File: src/rv_ctrl_pkg.sv
`default_nettype none

package rv_ctrl_pkg;

  typedef enum logic [3:0] {
    alu_add,
    alu_sub,
    alu_sll,
    alu_slt,
    alu_sltu,
    alu_xor,
    alu_srl,
    alu_sra,
    alu_or,
    alu_and,
    alu_pass_b    // lui passes the immediate through
  } alu_op_e;

  // register writeback source
  typedef enum logic [1:0] {wb_alu, wb_load, wb_pc_plus4} wb_sel_e;

  // next-pc condition, evaluated in the alu
  typedef enum logic [3:0] {
    br_none, br_eq, br_ne, br_lt, br_ge, br_ltu, br_geu, br_jal, br_jalr
  } branch_e;

  typedef enum logic [1:0] {mem_byte, mem_half, mem_word} mem_size_e;

endpackage

`default_nettype wire

File: src/rv_isa_pkg.sv
`default_nettype none

package rv_isa_pkg;

  typedef logic [31:0] word_t;      // data, address or instruction word
  typedef logic [4:0]  reg_addr_t;
  typedef logic [6:0]  opcode_t;
  typedef logic [2:0]  funct3_t;
  typedef logic [6:0]  funct7_t;
  typedef logic [3:0]  byte_en_t;   // one enable per byte lane

  // major opcodes, insn[6:0]
  localparam opcode_t op_lui      = 7'b0110111;
  localparam opcode_t op_auipc    = 7'b0010111;
  localparam opcode_t op_jal      = 7'b1101111;
  localparam opcode_t op_jalr     = 7'b1100111;
  localparam opcode_t op_branch   = 7'b1100011;
  localparam opcode_t op_load     = 7'b0000011;
  localparam opcode_t op_store    = 7'b0100011;
  localparam opcode_t op_reg_imm  = 7'b0010011;
  localparam opcode_t op_reg_reg  = 7'b0110011;
  localparam opcode_t op_misc_mem = 7'b0001111;
  localparam opcode_t op_environ  = 7'b1110011;

  localparam funct7_t funct7_alt = 7'b0100000;  // sub, sra, srai

  // arithmetic funct3
  localparam funct3_t f3_add  = 3'b000;   // add, sub, addi
  localparam funct3_t f3_sll  = 3'b001;
  localparam funct3_t f3_slt  = 3'b010;
  localparam funct3_t f3_sltu = 3'b011;
  localparam funct3_t f3_xor  = 3'b100;
  localparam funct3_t f3_sr   = 3'b101;   // srl, sra and immediate forms
  localparam funct3_t f3_or   = 3'b110;
  localparam funct3_t f3_and  = 3'b111;

  // branch funct3
  localparam funct3_t f3_beq  = 3'b000;
  localparam funct3_t f3_bne  = 3'b001;
  localparam funct3_t f3_blt  = 3'b100;
  localparam funct3_t f3_bge  = 3'b101;
  localparam funct3_t f3_bltu = 3'b110;
  localparam funct3_t f3_bgeu = 3'b111;

endpackage

`default_nettype wire

File: src/rv_decode_if.sv
`timescale 1ns/1ps
`default_nettype none

// one decoded instruction, valid for the current cycle
interface rv_decode_if
  import rv_isa_pkg::*, rv_ctrl_pkg::*;
();

  reg_addr_t rs1;
  reg_addr_t rs2;
  reg_addr_t rd;
  word_t     imm;           // sign-extended, format picked by opcode
  alu_op_e   alu_op;
  logic      alu_src_imm;   // operand b is imm instead of rs2
  logic      alu_a_pc;      // operand a is pc (auipc)
  logic      reg_we;        // already low for rd == x0
  wb_sel_e   wb_sel;
  branch_e   branch;
  mem_size_e mem_size;
  logic      mem_unsigned;
  logic      mem_store;
  logic      halt;

  modport decoder (output rs1, rs2, rd, imm, alu_op, alu_src_imm, alu_a_pc, reg_we,
                   wb_sel, branch, mem_size, mem_unsigned, mem_store, halt);
  modport exec (input rs1, rs2, rd, imm, alu_op, alu_src_imm, alu_a_pc, reg_we,
                wb_sel, branch, mem_size, mem_unsigned, mem_store, halt);

endinterface

`default_nettype wire

File: src/rv_alu.sv
`timescale 1ns/1ps
`default_nettype none

module rv_alu
  import rv_isa_pkg::*, rv_ctrl_pkg::*;
(
  input  alu_op_e op,
  input  word_t   a,
  input  word_t   b,
  output word_t   result,
  input  branch_e branch,
  output logic    taken
);

  logic [4:0] shamt;
  logic       lt_s;
  logic       lt_u;

  assign shamt = b[4:0];   // rv32 shifts use five bits
  assign lt_s  = $signed(a) < $signed(b);
  assign lt_u  = a < b;

  always_comb begin
    case (op)
      alu_add:    result = a + b;
      alu_sub:    result = a - b;
      alu_sll:    result = a << shamt;
      alu_slt:    result = {31'b0, lt_s};
      alu_sltu:   result = {31'b0, lt_u};
      alu_xor:    result = a ^ b;
      alu_srl:    result = a >> shamt;
      alu_sra:    result = word_t'($signed(a) >>> shamt);
      alu_or:     result = a | b;
      alu_and:    result = a & b;
      alu_pass_b: result = b;
      default:    result = a + b;
    endcase
  end

  // branch compare runs on rs1 and rs2
  always_comb begin
    case (branch)
      br_eq:   taken = (a == b);
      br_ne:   taken = (a != b);
      br_lt:   taken = lt_s;
      br_ge:   taken = !lt_s;
      br_ltu:  taken = lt_u;
      br_geu:  taken = !lt_u;
      br_jal,
      br_jalr: taken = 1'b1;
      default: taken = 1'b0;   // br_none
    endcase
  end

endmodule

`default_nettype wire

File: src/rv_core.sv
`timescale 1ns/1ps
`default_nettype none

module rv_core
  import rv_isa_pkg::*, rv_ctrl_pkg::*;
#(
  parameter word_t RESET_PC = '0,
  parameter int    NUM_REGS = 32
) (
  input  logic     clk,
  input  logic     rst,
  output word_t    pc,
  input  word_t    insn,
  output word_t    dmem_addr,
  input  word_t    load_data,
  output word_t    store_data,
  output byte_en_t store_we,
  output logic     halt
);

  rv_decode_if dec_if ();

  word_t rs1_data;
  word_t rs2_data;
  word_t alu_a;
  word_t alu_b;
  word_t alu_result;
  word_t load_result;
  word_t pc_plus4;
  word_t pc_next;
  word_t rd_data;
  logic  taken;

  rv_decoder i_rv_decoder (
    .insn (insn),
    .dec  (dec_if.decoder)
  );

  rv_regfile #(
    .NUM_REGS (NUM_REGS)
  ) i_rv_regfile (
    .clk      (clk),
    .rst      (rst),
    .rs1      (dec_if.rs1),
    .rs2      (dec_if.rs2),
    .rs1_data (rs1_data),
    .rs2_data (rs2_data),
    .rd       (dec_if.rd),
    .rd_data  (rd_data),
    .we       (dec_if.reg_we)
  );

  assign alu_a = dec_if.alu_a_pc ? pc : rs1_data;
  assign alu_b = dec_if.alu_src_imm ? dec_if.imm : rs2_data;

  rv_alu i_rv_alu (
    .op     (dec_if.alu_op),
    .a      (alu_a),
    .b      (alu_b),
    .result (alu_result),
    .branch (dec_if.branch),
    .taken  (taken)
  );

  rv_lsu i_rv_lsu (
    .dec         (dec_if.exec),
    .base        (rs1_data),
    .rs2_data    (rs2_data),
    .dmem_addr   (dmem_addr),
    .store_data  (store_data),
    .store_we    (store_we),
    .load_data   (load_data),
    .load_result (load_result)
  );

  assign pc_plus4 = pc + 32'd4;

  always_comb begin
    pc_next = pc_plus4;
    if (taken) begin
      if (dec_if.branch == br_jalr) begin
        pc_next = {alu_result[31:1], 1'b0};   // rs1 + imm, bit 0 dropped
      end else begin
        pc_next = pc + dec_if.imm;   // branches and jal
      end
    end
  end

  always_comb begin
    case (dec_if.wb_sel)
      wb_load:     rd_data = load_result;
      wb_pc_plus4: rd_data = pc_plus4;   // link value
      default:     rd_data = alu_result;
    endcase
  end

  always_ff @(posedge clk) begin
    if (rst) begin
      pc <= RESET_PC;
    end else begin
      pc <= pc_next;
    end
  end

  assign halt = dec_if.halt;

  // every taken target seen so far kept fetch word aligned
  pc_aligned_a: assert property (@(posedge clk) disable iff (rst) pc[1:0] == 2'b00)
    else $error("rv_core: misaligned pc %h", pc);

endmodule

`default_nettype wire

File: src/rv_decoder.sv
`timescale 1ns/1ps
`default_nettype none

module rv_decoder
  import rv_isa_pkg::*, rv_ctrl_pkg::*;
(
  input  word_t         insn,
  rv_decode_if.decoder  dec
);

  opcode_t   opcode;
  funct3_t   funct3;
  funct7_t   funct7;
  reg_addr_t rd;
  word_t     imm_i;
  word_t     imm_s;
  word_t     imm_b;
  word_t     imm_j;
  word_t     imm_u;
  logic      writes_rd;
  logic      illegal;   // unknown encoding, runs as a no-op

  // shared by register-immediate and register-register forms
  function automatic alu_op_e alu_from_funct3(funct3_t f3, logic alt);
    alu_op_e op;
    case (f3)
      f3_add:  op = alt ? alu_sub : alu_add;
      f3_sll:  op = alu_sll;
      f3_slt:  op = alu_slt;
      f3_sltu: op = alu_sltu;
      f3_xor:  op = alu_xor;
      f3_sr:   op = alt ? alu_sra : alu_srl;
      f3_or:   op = alu_or;
      f3_and:  op = alu_and;
      default: op = alu_add;
    endcase
    return op;
  endfunction

  assign opcode  = insn[6:0];
  assign funct3  = insn[14:12];
  assign funct7  = insn[31:25];
  assign rd      = insn[11:7];
  assign dec.rd  = rd;
  assign dec.rs1 = insn[19:15];
  assign dec.rs2 = insn[24:20];

  assign imm_i = {{20{insn[31]}}, insn[31:20]};
  assign imm_s = {{20{insn[31]}}, insn[31:25], insn[11:7]};
  assign imm_b = {{19{insn[31]}}, insn[31], insn[7], insn[30:25], insn[11:8], 1'b0};
  assign imm_j = {{11{insn[31]}}, insn[31], insn[19:12], insn[20], insn[30:21], 1'b0};
  assign imm_u = {insn[31:12], 12'h000};

  always_comb begin
    dec.imm          = imm_i;
    dec.alu_op       = alu_add;
    dec.alu_src_imm  = 1'b0;
    dec.alu_a_pc     = 1'b0;
    dec.wb_sel       = wb_alu;
    dec.branch       = br_none;
    dec.mem_size     = mem_word;
    dec.mem_unsigned = 1'b0;
    dec.mem_store    = 1'b0;
    dec.halt         = 1'b0;
    writes_rd        = 1'b0;
    illegal          = 1'b0;

    case (opcode)
      op_lui: begin
        dec.imm         = imm_u;
        dec.alu_op      = alu_pass_b;
        dec.alu_src_imm = 1'b1;
        writes_rd       = 1'b1;
      end
      op_auipc: begin
        dec.imm         = imm_u;
        dec.alu_a_pc    = 1'b1;
        dec.alu_src_imm = 1'b1;
        writes_rd       = 1'b1;
      end
      op_jal: begin
        dec.imm    = imm_j;
        dec.branch = br_jal;
        dec.wb_sel = wb_pc_plus4;
        writes_rd  = 1'b1;
      end
      op_jalr: begin
        dec.alu_src_imm = 1'b1;   // alu sum is the target
        dec.branch      = br_jalr;
        dec.wb_sel      = wb_pc_plus4;
        writes_rd       = 1'b1;
      end
      op_branch: begin
        dec.imm = imm_b;
        case (funct3)
          f3_beq:  dec.branch = br_eq;
          f3_bne:  dec.branch = br_ne;
          f3_blt:  dec.branch = br_lt;
          f3_bge:  dec.branch = br_ge;
          f3_bltu: dec.branch = br_ltu;
          f3_bgeu: dec.branch = br_geu;
          default: illegal = 1'b1;
        endcase
      end
      op_load: begin
        dec.wb_sel       = wb_load;
        dec.mem_unsigned = funct3[2];   // lbu, lhu
        writes_rd        = 1'b1;
        case (funct3[1:0])
          2'b00:   dec.mem_size = mem_byte;
          2'b01:   dec.mem_size = mem_half;
          2'b10:   dec.mem_size = mem_word;
          default: illegal = 1'b1;
        endcase
        if (funct3[2] && funct3[1]) begin
          illegal = 1'b1;   // no lwu in rv32
        end
      end
      op_store: begin
        dec.imm       = imm_s;
        dec.mem_store = 1'b1;
        case (funct3)
          3'b000:  dec.mem_size = mem_byte;
          3'b001:  dec.mem_size = mem_half;
          3'b010:  dec.mem_size = mem_word;
          default: begin
            dec.mem_store = 1'b0;
            illegal       = 1'b1;
          end
        endcase
      end
      op_reg_imm: begin
        dec.alu_src_imm = 1'b1;
        dec.alu_op      = alu_from_funct3(funct3, funct3 == f3_sr && funct7 == funct7_alt);
        writes_rd       = 1'b1;
      end
      op_reg_reg: begin
        dec.alu_op = alu_from_funct3(funct3, funct7 == funct7_alt);
        writes_rd  = 1'b1;
        if (funct7 != '0 && funct7 != funct7_alt) begin
          illegal = 1'b1;   // M extension and friends
        end
      end
      op_misc_mem: begin
        // fence, nothing to order in a single-cycle core
      end
      op_environ: dec.halt = (insn[31:7] == '0);   // ecall only
      default:    illegal = 1'b1;
    endcase
  end

  assign dec.reg_we = writes_rd && !illegal && (rd != '0);

  always_comb begin
    unsupported_insn_a: assert final ($isunknown(insn) || !illegal)
      else $warning("rv_decoder: unsupported instruction %h", insn);
  end

endmodule

`default_nettype wire

File: src/rv_lsu.sv
`timescale 1ns/1ps
`default_nettype none

module rv_lsu
  import rv_isa_pkg::*, rv_ctrl_pkg::*;
(
  rv_decode_if.exec dec,
  input  word_t     base,
  input  word_t     rs2_data,
  output word_t     dmem_addr,
  output word_t     store_data,
  output byte_en_t  store_we,
  input  word_t     load_data,
  output word_t     load_result
);

  word_t      addr;         // byte address
  logic [4:0] lane_shift;   // bit offset of the addressed lane
  word_t      lane;         // addressed bytes moved down to bit 0
  logic       is_access;
  logic       misaligned;

  assign addr      = base + dec.imm;
  assign dmem_addr = {addr[31:2], 2'b00};

  always_comb begin
    case (dec.mem_size)
      mem_byte: lane_shift = {addr[1:0], 3'b000};
      mem_half: lane_shift = {addr[1], 4'b0000};
      default:  lane_shift = 5'd0;
    endcase
  end

  always_comb begin
    store_data = '0;
    store_we   = '0;
    if (dec.mem_store) begin
      case (dec.mem_size)
        mem_byte: begin
          store_data = word_t'(rs2_data[7:0]) << lane_shift;
          store_we   = 4'b0001 << addr[1:0];
        end
        mem_half: begin
          store_data = word_t'(rs2_data[15:0]) << lane_shift;
          store_we   = addr[1] ? 4'b1100 : 4'b0011;
        end
        default: begin
          store_data = rs2_data;
          store_we   = 4'b1111;
        end
      endcase
    end
  end

  assign lane = load_data >> lane_shift;

  always_comb begin
    case (dec.mem_size)
      mem_byte: load_result = dec.mem_unsigned ? {24'b0, lane[7:0]} : {{24{lane[7]}}, lane[7:0]};
      mem_half: load_result = dec.mem_unsigned ? {16'b0, lane[15:0]} : {{16{lane[15]}}, lane[15:0]};
      default:  load_result = load_data;
    endcase
  end

  assign is_access  = dec.mem_store || (dec.wb_sel == wb_load);
  assign misaligned = (dec.mem_size == mem_half && addr[0]) ||
                      (dec.mem_size == mem_word && addr[1:0] != 2'b00);

  always_comb begin
    natural_align_a: assert final ($isunknown({is_access, misaligned}) || !(is_access && misaligned))
      else $error("rv_lsu: misaligned access at %h", addr);
  end

endmodule

`default_nettype wire

File: src/rv_regfile.sv
`timescale 1ns/1ps
`default_nettype none

module rv_regfile
  import rv_isa_pkg::*;
#(
  parameter int NUM_REGS = 32
) (
  input  logic      clk,
  input  logic      rst,
  input  reg_addr_t rs1,
  input  reg_addr_t rs2,
  output word_t     rs1_data,
  output word_t     rs2_data,
  input  reg_addr_t rd,
  input  word_t     rd_data,
  input  logic      we
);

  localparam int idx_w = $clog2(NUM_REGS);

  word_t regs [NUM_REGS];

  // x0 is hardwired
  assign rs1_data = (rs1 == '0) ? '0 : regs[rs1[idx_w-1:0]];
  assign rs2_data = (rs2 == '0) ? '0 : regs[rs2[idx_w-1:0]];

  always_ff @(posedge clk) begin
    if (rst) begin
      for (int i = 0; i < NUM_REGS; i++) begin
        regs[i] <= '0;
      end
    end else if (we && rd != '0) begin
      regs[rd[idx_w-1:0]] <= rd_data;
    end
  end

  // decoder must not target registers this file does not have
  rd_in_range_a: assert property (@(posedge clk) disable iff (rst) we |-> rd < NUM_REGS)
    else $error("rv_regfile: write to x%0d with only %0d registers", rd, NUM_REGS);

endmodule

`default_nettype wire

File: config.mk
export PLATFORM = sky130hd
export DESIGN_NAME = rv_core
export DESIGN_NICKNAME = d
export VERILOG_FILES = /design/src/rv_ctrl_pkg.sv /design/src/rv_isa_pkg.sv /design/src/rv_decode_if.sv /design/src/rv_alu.sv /design/src/rv_core.sv /design/src/rv_decoder.sv /design/src/rv_lsu.sv /design/src/rv_regfile.sv
export SDC_FILE = /design/constraint.sdc
export NUM_CORES = 2
export LEC_CHECK = 0
export BUFFER_PORTS_ARGS = -buffer_cell sky130_fd_sc_hd__buf_2
export CORE_UTILIZATION = 40
export DETAILED_ROUTE_END_ITERATION = 16
export PLACE_DENSITY = 0.6
export SETUP_SLACK_MARGIN = 0.02
export SYNTH_ARGS = -nofsm -noshare
export SYNTH_HDL_FRONTEND = slang
export SYNTH_HIERARCHICAL = 1
export SYNTH_SLANG_ARGS = --single-unit
File: constraint.sdc
create_clock -name clk -period 18.2 [get_ports clk]
set_clock_uncertainty 0.2 [all_clocks]
set_input_delay 3.64 -clock clk [delete_from_list [all_inputs] [get_ports clk]]
set_output_delay 3.64 -clock clk [all_outputs]
set_load 0.005 [all_outputs]
==> impl_metrics.tcl <==
set metrics [dict create \
    number_of_buffers_inserted_to_repair_setup_after_cts 0 \
    min_period_ps 13480 \
    clock_tree_from_tritoncts "yes" \
    yosysTopAreaCellShare_pct 42.4 \
    row_count 155 \
    max_cap_violations 7 \
    pin_count 167 \
    finalSetupViolations 0 \
    setup.worst_path.start_class "input pin" \
    syn_avg_cell_area_um2 11.8 \
    yosys.area_share.adder_pct 2.91 \
    synth_compound_gate_area_share_pct 11.7 \
    slew_violations 18 \
    fillers 16300 \
    yosysTopAreaCell "sky130_fd_sc_hd__edfxtp_1" \
    synth_edf_count 1024 \
    place_area_um2 75700 \
    clock_tree.htree_level_count 3 \
    route.detailed.wl_per_inst_um 36.9 \
    critical_path.slowest_cell "sky130_fd_sc_hd__o21ai_1" \
    gp_routability_congestion 1.07 \
    globalRoute.totalOverflow 0 \
    clock_insertion_delay_worst_skew_ps 770 \
    clk_pin_slew_worst_paths_ps 70 \
    number_of_endpoints_with_negative_hold_slack_in_the_final_report 0 \
    detail-route-antenna-nets 0 \
    detail_route.vias_per_cell 6.75 \
    critPathMaxFanout 45 \
    worst_setup_path_startpoint "insn[15]" \
    relative_slew_slack_pct -18.4 \
    kind_of_end_point_of_the_critical_path "output port" \
    antenna_violations_before_repair 41 \
    hold-worst-slack_ps 534 \
    synth_top_family_by_area "multiplexers" \
    grt_max_degree 112 \
    post_synth_xor_area_fraction_pct 0.942 \
    synth-seq-cells 1056 \
    leakage_nw 29.5 \
    grt.total_usage_pct 33.9 \
    routed-via-count 57700 \
    min-delay-path-class "flop to flop" \
    worst-r2r-setup-slack_ps 9470 \
    vias_in_the_first_global_route 54700 \
    worst_path_largest_cell_delay_ps 920 \
    clk_path_buf_depth 3 \
    start_util_pct 40.5 \
    critPathCapture "store_data[22]" \
    cts_inserted_buffers 112 \
    cts_repair_resize_count 0 \
    postSynth.asyncResetShare_pct 0 \
    die_h_um 428 \
    floorplan.core_area_um2 179000 \
    die_area_um2 183000 \
    mappedNetlistArea_um2 72500 \
    post_dp_hpwl_um 212000 \
    r2r-end "i_rv_regfile/regs[7][27]" \
    path_buf_inv 6 \
    timing.fmax_mhz 74.2 \
    path_depth 12 \
    worstPathCellList "buf_6 > buf_4 > or2_2 > o22ai_1 > nor3_1 > inv_1 > fa_1 > buf_4 > inv_1 > o21ai_1 > nor2_1 > buf_2" \
    setup_tns_ps 0 \
    multi_input_comb_area_um2 38300 \
    yosys.area_share.simple_pct 15.7 \
    stdcell_area_um2 79500 \
    global_route_wire_length_before_repair_um 434000 \
    outcome "finished with violations" \
    syn_to_final_growth_pct 9.62 \
    yosysSeqAreaShare_pct 43.3 \
    drt_iter0_drcs 9217 \
    slew_at_the_pin_closest_to_its_max_slew_limit_ps 1760 \
    finalWirelength_um 316000 \
    muxShareOfSynthArea_pct 20.7 \
    ctsRootBufferMaster "sky130_fd_sc_hd__clkbuf_16" \
    clock_sink_count 1056 \
    die_x_um 428 \
    drt_pass1_iterations 8 \
    drc 0 \
    netlist-cell-type-count 119 \
    postSynthCellCount 6158 \
    violations_in_the_final_reports "max-capacitance violations, max-slew violations" \
    synthesis.yosys.warnings 6 \
    cts_hold_repair.buffers 0 \
    post_route_cells_drive_above_1_share_pct 22.1 \
    finalCritPeriodShare_pct 74.1 \
    critPathArrivalTime_ps 9640 \
    worst_r2r_path_depth 20 \
    grt_setup_unrepaired "no" \
    critical_path.reg2reg.startpoint "i_rv_regfile/regs[31][2]" \
    port_buffers 164 \
    synth_area_leaders "sky130_fd_sc_hd__edfxtp_1 42%, sky130_fd_sc_hd__mux4_2 16%, sky130_fd_sc_hd__and2_1 8.8%" \
    areal_power_density_over_the_cells_nw_per_um2 93.1 \
    vdd_ir_drop_max_mv 0.100 \
    synth_ff_type "sky130_fd_sc_hd__edfxtp_1" \
    critical_path_required_ps 14360 \
    nNetsFinal 6313 \
    seq_area_um2 31400 \
    critical_path_class "input pin to output port" \
    critical_path.top_delay_family "buffers and inverters" \
]
==> Yosys cell counts (26+ instances only) <==
master,n
sky130_fd_sc_hd__o211ai_1,35
sky130_fd_sc_hd__inv_1,141
sky130_fd_sc_hd__mux2_2,116
sky130_fd_sc_hd__a22oi_1,86
sky130_fd_sc_hd__a21o_1,62
sky130_fd_sc_hd__a211oi_1,45
sky130_fd_sc_hd__buf_4,60
sky130_fd_sc_hd__nand2b_1,28
sky130_fd_sc_hd__mux4_2,510
sky130_fd_sc_hd__and2_1,1025
sky130_fd_sc_hd__o21bai_1,26
sky130_fd_sc_hd__a221oi_1,29
sky130_fd_sc_hd__or2_2,41
sky130_fd_sc_hd__a22o_1,70
sky130_fd_sc_hd__a21oi_1,271
sky130_fd_sc_hd__mux2i_1,209
sky130_fd_sc_hd__nand3_1,52
sky130_fd_sc_hd__o22ai_1,122
sky130_fd_sc_hd__o21ai_0,183
sky130_fd_sc_hd__nand4_1,30
sky130_fd_sc_hd__clkbuf_1,394
sky130_fd_sc_hd__dfxtp_1,32
sky130_fd_sc_hd__buf_1,34
sky130_fd_sc_hd__a2111oi_1,41
sky130_fd_sc_hd__nor2_1,281
sky130_fd_sc_hd__nand2_1,280
sky130_fd_sc_hd__buf_2,73
sky130_fd_sc_hd__edfxtp_1,1024
sky130_fd_sc_hd__nor3_1,115
sky130_fd_sc_hd__nor2b_1,50
sky130_fd_sc_hd__and3_1,27
sky130_fd_sc_hd__ha_1,162
sky130_fd_sc_hd__xnor2_1,56
sky130_fd_sc_hd__buf_6,27
==> power by group <==
group,internal (mW),switching [mW],leakage (nW),total (mW)
Combinational,0.671,1.58,16.9,2.25
Sequential,2.75,0.0533,10.8,2.80
Clock,1.33,1.02,1.80,2.35
==> worst reg2reg max path: stages (launching register included) <==
cell,delay (ps)
sky130_fd_sc_hd__edfxtp_1,380
sky130_fd_sc_hd__mux4_2,490
sky130_fd_sc_hd__a22o_1,240
sky130_fd_sc_hd__a2111oi_1,1250
sky130_fd_sc_hd__nor3_1,190
sky130_fd_sc_hd__buf_4,240
sky130_fd_sc_hd__mux2_2,310
sky130_fd_sc_hd__clkinv_1,400
sky130_fd_sc_hd__ha_1,430
sky130_fd_sc_hd__or4_1,590
sky130_fd_sc_hd__a21oi_1,440
sky130_fd_sc_hd__o211ai_1,390
sky130_fd_sc_hd__o221ai_2,450
sky130_fd_sc_hd__a21oi_1,330
sky130_fd_sc_hd__a22oi_1,230
sky130_fd_sc_hd__nor2_1,60
sky130_fd_sc_hd__a221oi_1,990
sky130_fd_sc_hd__nand2_1,170
sky130_fd_sc_hd__o21ai_2,140
sky130_fd_sc_hd__buf_4,400
sky130_fd_sc_hd__and2_1,240
==> routing by layer <==
metal / GRT usage [%] / up-vias / share of wire (%)
met2: 51.0 / 4322 / 44
met4: 25.7 / 12 / 8.7
li1: - / 23400 / -
met5: 0 / - / 0.024
met1: 42.0 / 29000 / 35
met3: 8.64 / 1004 / 12
==> area by class of cell <==
class | instances | area share, %
flip-flops and latches | 1056 | 39.5
diodes | 30 | 0.0945
inverters | 144 | 0.680
clock buffers | 134 | 3.66
repair buffers | 376 | 3.15
clock inverters | 72 | 0.984
multi-input cells | 4391 | 48.2
well taps | 2355 | 3.71
==> worst min-delay path by stage <==
stage          startpoint    end  slack [ps]  cells after the start
2_1_floorplan       pc[0]  pc[0]         300                      2
3_3_place_gp        pc[6]  pc[6]         480                      3
3_5_place_dp        pc[6]  pc[6]         510                      3
4_1_cts             pc[6]  pc[6]         520                      3
5_1_grt             pc[1]  pc[1]         560                      2
6_report            pc[6]  pc[6]         530                      3
==> flip-flops by register name, indices dropped and copies added, names as in the netlist <==
| signal | flops |
|---|---|
| pc | 32 |
| i_rv_regfile/regs | 1024 |
==> placed cells by master (no fill, tap or decap), types with 28 or more instances in the layout <==
| cell type | count |
|---|---|
| sky130_fd_sc_hd__mux4_2 | 510 |
| sky130_fd_sc_hd__nand4_1 | 30 |
| sky130_fd_sc_hd__o21ai_0 | 151 |
| sky130_fd_sc_hd__buf_2 | 157 |
| sky130_fd_sc_hd__a221oi_1 | 29 |
| sky130_fd_sc_hd__o22ai_1 | 122 |
| sky130_fd_sc_hd__a22o_1 | 70 |
| sky130_fd_sc_hd__buf_4 | 208 |
| sky130_fd_sc_hd__edfxtp_1 | 1024 |
| sky130_fd_sc_hd__o21ai_2 | 33 |
| sky130_fd_sc_hd__nor2b_1 | 48 |
| sky130_fd_sc_hd__xnor2_1 | 56 |
| sky130_fd_sc_hd__mux2_2 | 114 |
| sky130_fd_sc_hd__a21oi_1 | 270 |
| sky130_fd_sc_hd__o211ai_1 | 35 |
| sky130_fd_sc_hd__conb_1 | 34 |
| sky130_fd_sc_hd__nand3_1 | 52 |
| sky130_fd_sc_hd__nand2_1 | 279 |
| sky130_fd_sc_hd__dfxtp_1 | 32 |
| sky130_fd_sc_hd__inv_1 | 140 |
| sky130_fd_sc_hd__ha_1 | 161 |
| sky130_fd_sc_hd__or2_2 | 36 |
| sky130_fd_sc_hd__and2_1 | 1024 |
| sky130_fd_sc_hd__mux2i_1 | 209 |
| sky130_fd_sc_hd__nand2b_1 | 28 |
| sky130_fd_sc_hd__nor2_1 | 247 |
| sky130_fd_sc_hd__a22oi_1 | 86 |
| sky130_fd_sc_hd__a21o_1 | 62 |
| sky130_fd_sc_hd__a211oi_1 | 44 |
| sky130_fd_sc_hd__diode_2 | 30 |
| sky130_fd_sc_hd__nor3_1 | 99 |
| sky130_fd_sc_hd__clkbuf_16 | 113 |
| sky130_fd_sc_hd__a2111oi_1 | 43 |
==> cell families (layout without fill, tap and decap cells) <==
group	after synthesis	after routing
simple gates	2047	2047
buf+inv	743	726
compound gates	1225	1225
fa+ha+maj	166	166
xor+xnor	78	78
mux	841	841
other cells	2	64
flops	1056	1056
==> stage by stage <==
step | setup slack (ps) | utilization [%] | cells | power [mW]
after detailed placement | 4960 | 42.2 | 8320 | 5.00
final | 4720 | 44.4 | 8558 | 7.40
after CTS | 4930 | 44.3 | 8526 | 7.31
after global placement | 4850 | 42.2 | 8317 | 5.00
after global routing | 4680 | 44.3 | 8537 | 7.56
after floorplan | 7390 | - | 6190 | 4.08
Note: power is estimated with default switching activity, not from simulation.
